$ cat config.mk
export PLATFORM = sky130hd
export DESIGN_NAME = raster_backend
export DESIGN_NICKNAME = d
export VERILOG_FILES = /design/src/source/raster_pkg.sv /design/src/source/bus_pkg.sv /design/src/source/fragment_fifo.sv /design/src/source/fragment_writer.sv /design/src/source/depth_clear.sv /design/src/source/bus_arbiter.sv /design/src/source/raster_backend.sv
export SDC_FILE = /design/constraint.sdc
export NUM_CORES = 1
export LEC_CHECK = 0
export ABC_AREA = 0
export BUFFER_PORTS_ARGS = -buffer_cell sky130_fd_sc_hd__buf_2
export CELL_PAD_IN_SITES_DETAIL_PLACEMENT = 1
export CELL_PAD_IN_SITES_GLOBAL_PLACEMENT = 1
export CORE_ASPECT_RATIO = 2
export CORE_MARGIN = 4
export CORE_UTILIZATION = 53
export DETAILED_ROUTE_END_ITERATION = 10
export HOLD_SLACK_MARGIN = 0.06
export PLACE_DENSITY = 0.93
export SKIP_LAST_GASP = 1
export SLEW_MARGIN = 15
export SYNTH_ARGS = -nofsm -noshare
export SYNTH_HDL_FRONTEND = slang
export SYNTH_SLANG_ARGS = --single-unit
$ cat constraint.sdc
create_clock -name clk_i -period 14.9 [get_ports clk_i]
set_clock_uncertainty 0.1 [all_clocks]
set_input_delay 1.49 -clock clk_i [delete_from_list [all_inputs] [get_ports clk_i]]
set_output_delay 1.49 -clock clk_i [all_outputs]
set_load 0.005 [all_outputs]
$ cat src/source/raster_pkg.sv
package raster_pkg;

    // ------------------------------------------------------------------------
    // Screen and fragment geometry
    // ------------------------------------------------------------------------
    localparam int SCREEN_W  = 16;
    localparam int SCREEN_H  = 8;
    localparam int PIX_COUNT = SCREEN_W * SCREEN_H;
    localparam int PIX_W     = $clog2(PIX_COUNT);

    localparam int COORD_W = 8;
    localparam int DEPTH_W = 32;               // Smaller is closer
    localparam int COLOR_W = 8;

    // Packed as {posx, posy, depth, color}, posx at the top
    localparam int FRAG_W = 2 * COORD_W + DEPTH_W + COLOR_W;

    // ------------------------------------------------------------------------
    // Address map and clear value
    // ------------------------------------------------------------------------
    localparam int unsigned DEPTH_BASE = 32'h0000_1000;  // One word per pixel
    localparam int unsigned COLOR_BASE = 32'h0000_0000;  // One byte per pixel

    localparam logic [DEPTH_W-1:0] DEPTH_FAR = '1;

    // Fragment FIFO
    localparam int FIFO_DEPTH = 4;
    localparam int FIFO_PTR_W = $clog2(FIFO_DEPTH);
    localparam int FIFO_CNT_W = $clog2(FIFO_DEPTH + 1);

endpackage

$ cat src/source/bus_pkg.sv
package bus_pkg;

    // ------------------------------------------------------------------------
    // Four-phase req/ack memory bus
    // ------------------------------------------------------------------------
    localparam int ADDR_W = 32;
    localparam int DATA_W = 32;
    localparam int SIZE_W = 2;

    // Direction, carried on rw
    localparam logic BUS_READ  = 1'b0;
    localparam logic BUS_WRITE = 1'b1;

    // Access size
    localparam logic [SIZE_W-1:0] BUS_SIZE_BYTE = 2'b00;
    localparam logic [SIZE_W-1:0] BUS_SIZE_WORD = 2'b10;

    // Byte write uses the low lane of wdata,
    // the address picks the byte in memory

endpackage

$ cat src/source/fragment_fifo.sv
`timescale 1ns/1ps

module fragment_fifo
    import raster_pkg::*;
(
    input  logic              clk_i,
    input  logic              nrst_i,

    input  logic              in_valid_i,
    output logic              in_ready_o,
    input  logic [FRAG_W-1:0] in_data_i,

    output logic              out_valid_o,
    input  logic              out_ready_i,
    output logic [FRAG_W-1:0] out_data_o
);

    logic [FRAG_W-1:0]     mem [FIFO_DEPTH];
    logic [FIFO_PTR_W-1:0] wr_ptr, rd_ptr;
    logic [FIFO_CNT_W-1:0] count, count_next;
    logic                  ready_q;
    logic                  push, pop;

    assign push = in_valid_i & in_ready_o;
    assign pop  = out_valid_o & out_ready_i;

    assign count_next = count + FIFO_CNT_W'(push) - FIFO_CNT_W'(pop);

    assign in_ready_o  = ready_q;              // Registered, low through reset
    assign out_valid_o = (count != '0);
    assign out_data_o  = mem[rd_ptr];

    always_ff @(posedge clk_i or negedge nrst_i) begin
        if (!nrst_i) begin
            wr_ptr  <= '0;
            rd_ptr  <= '0;
            count   <= '0;
            ready_q <= 1'b0;
        end else begin
            if (push)
                wr_ptr <= wr_ptr + 1'b1;       // Wraps, depth is a power of two
            if (pop)
                rd_ptr <= rd_ptr + 1'b1;
            count   <= count_next;
            ready_q <= (count_next != FIFO_CNT_W'(FIFO_DEPTH));
        end
    end

    // Storage
    always_ff @(posedge clk_i) begin
        if (push)
            mem[wr_ptr] <= in_data_i;
    end

endmodule

$ cat src/source/fragment_writer.sv
`timescale 1ns/1ps

module fragment_writer
    import raster_pkg::*;
    import bus_pkg::*;
(
    input  logic              clk_i,
    input  logic              nrst_i,

    // Fragment stream
    input  logic              frag_valid_i,
    output logic              frag_ready_o,
    input  logic [FRAG_W-1:0] frag_data_i,

    // Memory bus master
    output logic              req_o,
    output logic [ADDR_W-1:0] addr_o,
    output logic              rw_o,
    output logic [SIZE_W-1:0] size_o,
    output logic [DATA_W-1:0] wdata_o,
    input  logic              ack_i,
    input  logic [DATA_W-1:0] rdata_i
);

    typedef enum logic [2:0] {
        ST_IDLE,
        ST_RD_REQ,                             // Depth read
        ST_RD_WAIT,
        ST_DW_REQ,                             // Depth write
        ST_DW_WAIT,
        ST_CW_REQ,                             // Color write
        ST_CW_WAIT
    } state_t;

    state_t state;

    logic [COORD_W-1:0] in_x, in_y;
    logic [DEPTH_W-1:0] in_depth;
    logic [COLOR_W-1:0] in_color;

    logic [PIX_W-1:0]   pix_q;
    logic [DEPTH_W-1:0] depth_q;
    logic [COLOR_W-1:0] color_q;
    logic [DEPTH_W-1:0] rd_depth_q;

    logic accept;
    logic depth_pass;

    assign {in_x, in_y, in_depth, in_color} = frag_data_i;

    assign frag_ready_o = (state == ST_IDLE);
    assign accept       = frag_valid_i & frag_ready_o;

    // Strictly greater, so a tie keeps the stored pixel
    assign depth_pass = (rd_depth_q > depth_q);

    // ------------------------------------------------------------------------
    // Control
    // ------------------------------------------------------------------------
    always_ff @(posedge clk_i or negedge nrst_i) begin
        if (!nrst_i) begin
            state <= ST_IDLE;
        end else begin
            case (state)
                ST_IDLE: begin
                    if (accept)
                        state <= ST_RD_REQ;
                end
                ST_RD_REQ: begin
                    if (ack_i)
                        state <= ST_RD_WAIT;
                end
                ST_RD_WAIT: begin
                    if (!ack_i)
                        state <= depth_pass ? ST_DW_REQ : ST_IDLE;
                end
                ST_DW_REQ: begin
                    if (ack_i)
                        state <= ST_DW_WAIT;
                end
                ST_DW_WAIT: begin
                    if (!ack_i)
                        state <= ST_CW_REQ;
                end
                ST_CW_REQ: begin
                    if (ack_i)
                        state <= ST_CW_WAIT;
                end
                ST_CW_WAIT: begin
                    if (!ack_i)
                        state <= ST_IDLE;
                end
                default: state <= ST_IDLE;
            endcase
        end
    end

    // Fragment and read data capture
    always_ff @(posedge clk_i) begin
        if (accept) begin
            pix_q   <= PIX_W'(in_y * SCREEN_W + in_x);
            depth_q <= in_depth;
            color_q <= in_color;
        end
        if (state == ST_RD_REQ && ack_i)
            rd_depth_q <= rdata_i[DEPTH_W-1:0];
    end

    // ------------------------------------------------------------------------
    // Bus fields, fixed for the whole of each phase
    // ------------------------------------------------------------------------
    assign req_o = (state == ST_RD_REQ) || (state == ST_DW_REQ) || (state == ST_CW_REQ);

    always_comb begin
        addr_o  = ADDR_W'(DEPTH_BASE + 4 * pix_q);
        rw_o    = BUS_READ;
        size_o  = BUS_SIZE_WORD;
        wdata_o = DATA_W'(depth_q);
        if (state == ST_DW_REQ || state == ST_DW_WAIT) begin
            rw_o = BUS_WRITE;
        end else if (state == ST_CW_REQ || state == ST_CW_WAIT) begin
            addr_o  = ADDR_W'(COLOR_BASE + pix_q);
            rw_o    = BUS_WRITE;
            size_o  = BUS_SIZE_BYTE;
            wdata_o = DATA_W'(color_q);        // Low byte lane
        end
    end

endmodule

$ cat src/source/depth_clear.sv
`timescale 1ns/1ps

module depth_clear
    import raster_pkg::*;
    import bus_pkg::*;
(
    input  logic              clk_i,
    input  logic              nrst_i,

    input  logic              start_i,
    output logic              busy_o,

    // Write-only bus master, always a word write
    output logic              req_o,
    output logic [ADDR_W-1:0] addr_o,
    output logic [DATA_W-1:0] wdata_o,
    input  logic              ack_i
);

    logic [PIX_W-1:0] pix;
    logic             wait_q;                  // Ack seen, waiting for it to fall

    assign addr_o  = ADDR_W'(DEPTH_BASE + 4 * pix);
    assign wdata_o = DATA_W'(DEPTH_FAR);

    always_ff @(posedge clk_i or negedge nrst_i) begin
        if (!nrst_i) begin
            busy_o <= 1'b0;
            req_o  <= 1'b0;
            wait_q <= 1'b0;
            pix    <= '0;
        end else if (!busy_o) begin
            if (start_i) begin                 // Start while busy is dropped
                busy_o <= 1'b1;
                req_o  <= 1'b1;
                pix    <= '0;
            end
        end else if (req_o) begin
            if (ack_i) begin
                req_o  <= 1'b0;
                wait_q <= 1'b1;
            end
        end else if (wait_q && !ack_i) begin
            wait_q <= 1'b0;
            if (pix == PIX_W'(PIX_COUNT - 1)) begin
                busy_o <= 1'b0;                // Last word written
            end else begin
                pix   <= pix + 1'b1;
                req_o <= 1'b1;
            end
        end
    end

endmodule

$ cat src/source/bus_arbiter.sv
`timescale 1ns/1ps

module bus_arbiter
    import bus_pkg::*;
(
    input  logic              clk_i,
    input  logic              nrst_i,

    // Fragment writer
    input  logic              wr_req_i,
    input  logic [ADDR_W-1:0] wr_addr_i,
    input  logic              wr_rw_i,
    input  logic [SIZE_W-1:0] wr_size_i,
    input  logic [DATA_W-1:0] wr_wdata_i,
    output logic              wr_ack_o,
    output logic [DATA_W-1:0] wr_rdata_o,

    // Depth clear
    input  logic              clr_req_i,
    input  logic [ADDR_W-1:0] clr_addr_i,
    input  logic [DATA_W-1:0] clr_wdata_i,
    output logic              clr_ack_o,

    // Memory port
    output logic              mem_req_o,
    output logic [ADDR_W-1:0] mem_addr_o,
    output logic              mem_rw_o,
    output logic [SIZE_W-1:0] mem_size_o,
    output logic [DATA_W-1:0] mem_wdata_o,
    input  logic              mem_ack_i,
    input  logic [DATA_W-1:0] mem_rdata_i
);

    logic gnt_valid_q;
    logic gnt_clr_q;
    logic ack_q;
    logic sel_clr;

    // Locked grant wins, otherwise the clear engine has priority
    assign sel_clr = gnt_valid_q ? gnt_clr_q : clr_req_i;

    always_ff @(posedge clk_i or negedge nrst_i) begin
        if (!nrst_i) begin
            gnt_valid_q <= 1'b0;
            gnt_clr_q   <= 1'b0;
            ack_q       <= 1'b0;
        end else begin
            ack_q <= mem_ack_i;
            if (!gnt_valid_q) begin
                if (clr_req_i || wr_req_i) begin
                    gnt_valid_q <= 1'b1;
                    gnt_clr_q   <= clr_req_i;
                end
            end else if (ack_q && !mem_ack_i) begin
                gnt_valid_q <= 1'b0;           // Four-phase cycle done
            end
        end
    end

    // ------------------------------------------------------------------------
    // Routing
    // ------------------------------------------------------------------------
    assign mem_req_o   = sel_clr ? clr_req_i     : wr_req_i;
    assign mem_addr_o  = sel_clr ? clr_addr_i    : wr_addr_i;
    assign mem_rw_o    = sel_clr ? BUS_WRITE     : wr_rw_i;
    assign mem_size_o  = sel_clr ? BUS_SIZE_WORD : wr_size_i;
    assign mem_wdata_o = sel_clr ? clr_wdata_i   : wr_wdata_i;

    assign wr_ack_o   = mem_ack_i & ~sel_clr;
    assign wr_rdata_o = sel_clr ? '0 : mem_rdata_i;
    assign clr_ack_o  = mem_ack_i & sel_clr;

endmodule

$ cat src/source/raster_backend.sv
`timescale 1ns/1ps

module raster_backend
    import raster_pkg::*;
    import bus_pkg::*;
(
    input  logic               clk_i,
    input  logic               nrst_i,

    // Fragment stream
    input  logic               frag_valid_i,
    output logic               frag_ready_o,
    input  logic [COORD_W-1:0] frag_x_i,
    input  logic [COORD_W-1:0] frag_y_i,
    input  logic [DEPTH_W-1:0] frag_depth_i,
    input  logic [COLOR_W-1:0] frag_color_i,

    // Clear control
    input  logic               clear_start_i,
    output logic               clear_busy_o,

    // Memory port
    output logic               mem_req_o,
    output logic [ADDR_W-1:0]  mem_addr_o,
    output logic               mem_rw_o,
    output logic [SIZE_W-1:0]  mem_size_o,
    output logic [DATA_W-1:0]  mem_wdata_o,
    input  logic               mem_ack_i,
    input  logic [DATA_W-1:0]  mem_rdata_i
);

    logic [FRAG_W-1:0] fifo_data;
    logic              fifo_valid, fifo_ready;
    logic              wr_valid, wr_idle;

    logic              wr_req, wr_rw, wr_ack;
    logic [ADDR_W-1:0] wr_addr;
    logic [SIZE_W-1:0] wr_size;
    logic [DATA_W-1:0] wr_wdata, wr_rdata;

    logic              clr_req, clr_req_gated, clr_ack;
    logic [ADDR_W-1:0] clr_addr;
    logic [DATA_W-1:0] clr_wdata;

    // No new fragment starts while a clear runs
    assign wr_valid   = fifo_valid & ~clear_busy_o;
    assign fifo_ready = wr_idle & ~clear_busy_o;

    // A fragment already in flight finishes before the first clear write
    assign clr_req_gated = clr_req & wr_idle;

    fragment_fifo u_fifo (
        .clk_i       (clk_i),
        .nrst_i      (nrst_i),
        .in_valid_i  (frag_valid_i),
        .in_ready_o  (frag_ready_o),
        .in_data_i   ({frag_x_i, frag_y_i, frag_depth_i, frag_color_i}),
        .out_valid_o (fifo_valid),
        .out_ready_i (fifo_ready),
        .out_data_o  (fifo_data)
    );

    fragment_writer u_writer (
        .clk_i        (clk_i),
        .nrst_i       (nrst_i),
        .frag_valid_i (wr_valid),
        .frag_ready_o (wr_idle),
        .frag_data_i  (fifo_data),
        .req_o        (wr_req),
        .addr_o       (wr_addr),
        .rw_o         (wr_rw),
        .size_o       (wr_size),
        .wdata_o      (wr_wdata),
        .ack_i        (wr_ack),
        .rdata_i      (wr_rdata)
    );

    depth_clear u_clear (
        .clk_i   (clk_i),
        .nrst_i  (nrst_i),
        .start_i (clear_start_i),
        .busy_o  (clear_busy_o),
        .req_o   (clr_req),
        .addr_o  (clr_addr),
        .wdata_o (clr_wdata),
        .ack_i   (clr_ack)
    );

    bus_arbiter u_arbiter (
        .clk_i       (clk_i),
        .nrst_i      (nrst_i),
        .wr_req_i    (wr_req),
        .wr_addr_i   (wr_addr),
        .wr_rw_i     (wr_rw),
        .wr_size_i   (wr_size),
        .wr_wdata_i  (wr_wdata),
        .wr_ack_o    (wr_ack),
        .wr_rdata_o  (wr_rdata),
        .clr_req_i   (clr_req_gated),
        .clr_addr_i  (clr_addr),
        .clr_wdata_i (clr_wdata),
        .clr_ack_o   (clr_ack),
        .mem_req_o   (mem_req_o),
        .mem_addr_o  (mem_addr_o),
        .mem_rw_o    (mem_rw_o),
        .mem_size_o  (mem_size_o),
        .mem_wdata_o (mem_wdata_o),
        .mem_ack_i   (mem_ack_i),
        .mem_rdata_i (mem_rdata_i)
    );

endmodule

# After elaboration in Yosys (flattened, before gate mapping)
# Memories as Yosys holds them, arrays and structs flattened.
# Index checks and enable logic that the tools add are counted.
# classes
bitwise	11
n_lt_le_gt_ge	1
n_reduce_logical	18
n_addsub	8
eq_ne	19
muxes	46
# ops
op	count
two-way mux 32 bit	6
two-way mux 7 bit	5
greater-than comparator 32 bit	1
adder 13 x 9 -> 14 bit, first input constant	2
two-way mux 1 bit	23
two-way mux 3 bit	7
case mux 3 bit (7 select lines)	1
!= test 2 bit, second input constant	8
== test 3 bit, second input constant	3
bitwise AND 1 bit	8
two-way mux 2 bit	4
adder 7 x 1 -> 7 bit, second input constant	1
adder 7 bit	1
== test 7 bit, second input constant	1
AND reduction 7 bit	1
== test 3 x 2 -> 1 bit, second input constant	2
!= test 2 x 1 -> 1 bit, second input constant	3
logical OR 1 bit	5
adder 2 x 1 -> 2 bit, second input constant	2
AND reduction 4 bit	1
nonzero test 2 bit	2
adder 3 x 1 -> 3 bit	1
== test 3 x 1 -> 1 bit, second input constant	1
logical AND 1 bit	3
8 further kinds	11
# word_totals
register_bits	103
memories	1
word_cells	120
out_inout_bits	70
in_bits	93
ram_bits	224
# mem_list
name	words	word_bits	rd	rd_clocked_by_memory_dff	wr	line_no	text
u_fifo.mem	4	56	1	0	1	fragment_fifo.sv:18	logic [FRAG_W-1:0] mem [FIFO_DEPTH];

# Longest topological paths before layout
# logic_depth
word_depth	9
depth_mapped	10
mapped_depth_nobuf	9

# Modules after synthesis
# A second synthesis with hierarchy kept.
# hier_totals
hier_cells	874
hier_area_um2	14971.9
# modules_own_cells
module	area_each_um2	n_inst	seq_area_each_um2	cells_each
fragment_fifo	8543.2	1	6926.6	328
fragment_writer	4060.1	1	2447.3	302
bus_arbiter	1373.8	1	75.1	125
depth_clear	975.9	1	250.2	116
raster_backend	18.8	1	0.0	3

# Worst setup path before layout
# OpenSTA, ideal clock, no wires.
# synth_timing
kind	register -> register
startpoint	register u_writer.state[1]
endpoint	register u_writer.color_q[0] (enable)
path_buffers	1
setup_time_ns	0.510
synth_period_minus_slack_ns	4.707
t_arrival_ns	4.097
stages_incl_launch_ff	4
t_required_ns	14.290
path_slack_ns	10.193
path_cell_list	dfrtp_1 -> buf_6 -> or3_4 -> nor3_1
# synth_via
elab_chain_cells	2
# synth_lines
item	line_no	text
from (decl)	fragment_writer.sv:35	state_t state;
from (signal assigned)	fragment_writer.sv:75	state <= depth_pass ? ST_DW_REQ : ST_IDLE;
zero test 3 bit	fragment_writer.sv:51	assign frag_ready_o = (state == ST_IDLE);
bitwise AND 1 bit	fragment_writer.sv:52	assign accept = frag_valid_i & frag_ready_o;
named net u_writer.accept	fragment_writer.sv:46	logic accept;
to (signal assigned)	fragment_writer.sv:103	color_q <= in_color;
to (decl)	fragment_writer.sv:43	logic [COLOR_W-1:0] color_q;
# The timed path passes the listed nets, and every way through them passes these cells.
# A chain may end at the register's enable or synchronous reset.

# Final worst setup path
# layout_timing
startpoint	register u_writer.state[0]
endpoint	output port mem_addr_o[3]
# layout_via
elab_chain_cells	5
word_cells_on_any_way	12
classes_between	eq/ne: 4; mux: 4; bitwise: 1; reduce/logical: 3
# layout_lines
item	line_no	text
== test 3 bit	fragment_writer.sv:121	end else if (state == ST_CW_REQ || state == ST_CW_WAIT) begin
logical OR 1 bit	fragment_writer.sv:121	
two-way mux 32 bit	fragment_writer.sv:121	
two-way mux 32 bit	fragment_writer.sv:119	if (state == ST_DW_REQ || state == ST_DW_WAIT) begin
two-way mux 32 bit *	bus_arbiter.sv:64	assign mem_addr_o = sel_clr ? clr_addr_i : wr_addr_i;
to (decl)	raster_backend.sv:24	output logic [ADDR_W-1:0] mem_addr_o,
# Mark *: on every way between the ends. The rest lies on a longest branch, timed or not.

==> reports/summary.txt <==
CLOCK TREE
--------------------------------------------------------------------------------------------------------
H-tree depth ..............................................................................            1
Number of buffers created by CTS ..........................................................           28
Root buffer cell ..........................................................................    clkbuf_16
Post-CTS clock slew at the launch and capture registers of the worst setup and hold paths .      0.07 ns
Resized cells post-CTS ....................................................................            0
Sinks on Clock Net ........................................................................          303
CTS tree ..................................................................................          yes
Number of setup buffers added after CTS ...................................................            0
Hold_buf cts ..............................................................................            0
Clock latency of the later-clocked register in the worst-skew pair ........................      0.54 ns
Buffer levels on the longest clock path ...................................................            3

DIE
--------------------------------------------------------------------------------------------------------
Chip width ................................................................................       117 um
Full die area ............................................................................. 26,300 sq um
Number of I/O pins ........................................................................          163
FP Rows ...................................................................................           79
Die Y .....................................................................................       226 um
Core outline area ......................................................................... 23,300 sq um
Initial Util ..............................................................................        53.8%

WORST HOLD PATH
--------------------------------------------------------------------------------------------------------
Min-delay src ............................................................................. u_arbiter.ack_q
Worst hold path class .....................................................................      reg2reg
Worst hold path cell count ................................................................            1
Endpoint, Worst Hold ...................................................................... u_arbiter.gnt_valid_q

FINAL LAYOUT
--------------------------------------------------------------------------------------------------------
Top library cells by usage in the layout, fill and taps aside ............................. edfxtp_1, buf_2, inv_1, mux4_2, ha_1
Fin area .................................................................................. 14,300 sq um
Post-layout instance count excluding filler cells .........................................        1,190
Synthesis-to-finish area growth ...........................................................        14.3%
Fraction of layout instances using a drive strength above 1 ...............................        27.6%
Leading cell type in the layout, fill and taps excluded ...................................     edfxtp_1
Post-layout utilization of the core .......................................................        61.5%
Final layout net count ....................................................................        1,015

PLACE
--------------------------------------------------------------------------------------------------------
Total instance count after detailed placement .............................................        1,133
Buffers on Ports ..........................................................................          133
Pre-CTS setup slack .......................................................................     10.99 ns
Area after detailed placement ............................................................. 13,400 sq um
Placed wire-length estimate after detailed placement ......................................    19,800 um
Gp weighted congestion ....................................................................        0.777

WORST SETUP PATH
--------------------------------------------------------------------------------------------------------
Count of cells along the worst register-to-register path ..................................            9
Type of origin of the critical path .......................................................    flip-flop
Classification of the worst setup path ....................................................      reg2out
Reg-to-Reg End ............................................................................ u_fifo.in_ready_o
Biggest fanout along the worst timing path ................................................           32
Data required time at the worst endpoint ..................................................     13.31 ns
FF-to-FF Start ............................................................................ u_writer.state[1]
CP endpoint kind ..........................................................................   output pin
Data arrival time of the critical path ....................................................      2.97 ns
Register-to-Register Setup Slack ..........................................................     11.80 ns

GLOBAL ROUTE
--------------------------------------------------------------------------------------------------------
Global routing met3 resource utilization ..................................................        2.82%
Largest net degree at the start of global routing .........................................           89
Met1 capacity usage during global routing .................................................        26.6%
Antenna violations before repair ..........................................................            5
First-pass GRT wire length ................................................................    44,600 um
Routing usage on met2 .....................................................................        41.5%
Via count of the first global-routing pass ................................................        7,784
GR Overflow Total .........................................................................            0
Overall global routing resource usage .....................................................        22.8%
Most Crowded Layer GR .....................................................................         met2

LOGIC SYNTHESIS
--------------------------------------------------------------------------------------------------------
Sequential area share after synthesis .....................................................        71.6%
Primary FF master, synth ..................................................................     edfxtp_1
Count of synthesis-stage warnings from yosys ..............................................            0
Cell area after synthesis ................................................................. 12,500 sq um
Post-Synthesis Cells ......................................................................          740
Number of unique standard cell types used by synthesis ....................................           47
EDFF count, synth .........................................................................          279
Proportion of synthesized flip-flops having asynchronous set or reset .....................        7.92%
Total of flip-flops plus latches after synthesis ..........................................          303
Mean post-synth cell area .................................................................   17.0 sq um

DRT
--------------------------------------------------------------------------------------------------------
DR vias ...................................................................................        6,872
TritonRoute pass-1 iters ..................................................................            5
Total length of routed wires ..............................................................    29,300 um
Antenna-violating nets left ...............................................................            0
# DRC .....................................................................................            0
Avg Vias per Cell .........................................................................         5.77
Average wire per standard cell ............................................................      24.6 um
Initial DRC Count .........................................................................          371

STA
--------------------------------------------------------------------------------------------------------
Total negative slack ......................................................................         0 ns
Upper clock frequency limit ...............................................................      219 MHz
Min Hold Slack ............................................................................     0.363 ns
Final worst-path cycle share ..............................................................        30.6%
Final hold viol count .....................................................................            0
Remaining max-slew budget at the tightest pin .............................................        41.8%
Minimum clock period ......................................................................      4.56 ns
Fin. max-slew vios ........................................................................            0
Setup-violating endpoint count in the final report ........................................            0
Slew @ Worst Pin ..........................................................................     0.868 ns
Unrepaired setup endpoints after global routing ...........................................           no
Final WS setup ............................................................................     10.34 ns

POWER AND IR DROP
--------------------------------------------------------------------------------------------------------
PD cells ..................................................................................  163 nW/um^2
Total power ...............................................................................      2.34 mW
Cell leakage power ........................................................................      5.25 nW
Worst IR drop on VDD ......................................................................     0.130 mV

RUN
--------------------------------------------------------------------------------------------------------
Total of max-cap violations ...............................................................            0

OUTCOME
--------------------------------------------------------------------------------------------------------
Result of the run .........................................................................    completed

[synth_stat cells (2+ instances only)]
cell type / n / share of area, %
edfxtp_1: 279 / 67
inv_1: 52 / 1.6
mux4_2: 49 / 8.8
ha_1: 40 / 4.0
nand2_1: 37 / 1.1
and2_1: 34 / 1.7
o21ai_0: 34 / 1.4
buf_4: 24 / 1.4
dfrtp_1: 24 / 4.8
a21oi_1: 20 / 0.80
clkbuf_1: 17 / 0.51
nand3_1: 13 / 0.52
nor2_1: 13 / 0.39
o211ai_1: 11 / 0.66
buf_2: 9 / 0.36
nand4_1: 9 / 0.45
and3_1: 7 / 0.35
a31oi_1: 6 / 0.30
nor3_1: 6 / 0.24
o31ai_1: 6 / 0.36
xnor2_1: 6 / 0.42
xor2_1: 6 / 0.42
a21o_1: 3 / 0.18
nor2b_1: 3 / 0.15
nor4_1: 3 / 0.15
o21a_1: 3 / 0.18
buf_1: 2 / 0.060
buf_6: 2 / 0.18
fa_1: 2 / 0.32
nand3b_1: 2 / 0.12
nor3b_1: 2 / 0.12
[flip-flops by register name, indices dropped and copies added, names as in the netlist, 3 cells and up]
register,cells
u_writer.state,3
u_clear.pix,7
u_fifo.count,3
u_writer.color_q,8
u_writer.pix_q,7
u_writer.rd_depth_q,32
u_writer.depth_q,32
u_fifo.mem,200
[final cells by class]
class / instances / area, sq um
antenna: 5 / 12.5
inverter: 52 / 195
multi-input combinational: 353 / 3150
fill: 2144 / 8990
clock inverter: 21 / 179
timing repair buffer: 142 / 733
sequential: 303 / 8980
tap: 283 / 354
clock buffer: 31 / 733
[critical path, cell delays in order, from the launching register on]
cell     delay (ns)
dfrtp_1        0.57
xor2_1         0.22
and2_1         0.56
buf_4          0.46
nand2_1        0.12
a31oi_1        0.31
buf_2          0.18
[cell families (layout without fill, tap and decap cells)]
logic type,after synthesis,in the layout,synth area share (%)
AO/OA/AOI/OAI,94,94,4.82
XOR/XNOR,12,12,0.838
adder cells (fa/ha/maj),42,42,4.31
buffers and inverters,106,246,4.10
flip-flops,303,303,71.6
multiplexers,49,49,8.80
other,1,28,0.0299
AND/OR/NAND/NOR,133,133,5.54
[layer usage]
metal | routed length, um | vias up
met1 | 10400 | 3533
li1 | - | 3079
met3 | 1180 | 60
met4 | 1180 | 0
met5 | 0 | -
met2 | 16500 | 200
[power by group]
group,internal [mW],leakage (nW),switching [mW]
Combinational,0.193,1.96,0.290
Sequential,1.09,2.84,0.0613
Clock,0.392,0.443,0.307
[how the worst max path moves through the flow]
stage	startpoint	to
finish	u_writer.state[0]	mem_addr_o[3]
global placement	u_writer.state[0]	mem_addr_o[3]
CTS	u_writer.state[0]	mem_addr_o[3]
floorplan	u_writer.state[1]	u_writer.color_q[0]
detailed placement	u_writer.state[0]	mem_addr_o[5]
global route	u_writer.state[0]	mem_addr_o[3]
Note: power is estimated with default switching activity, not from simulation.
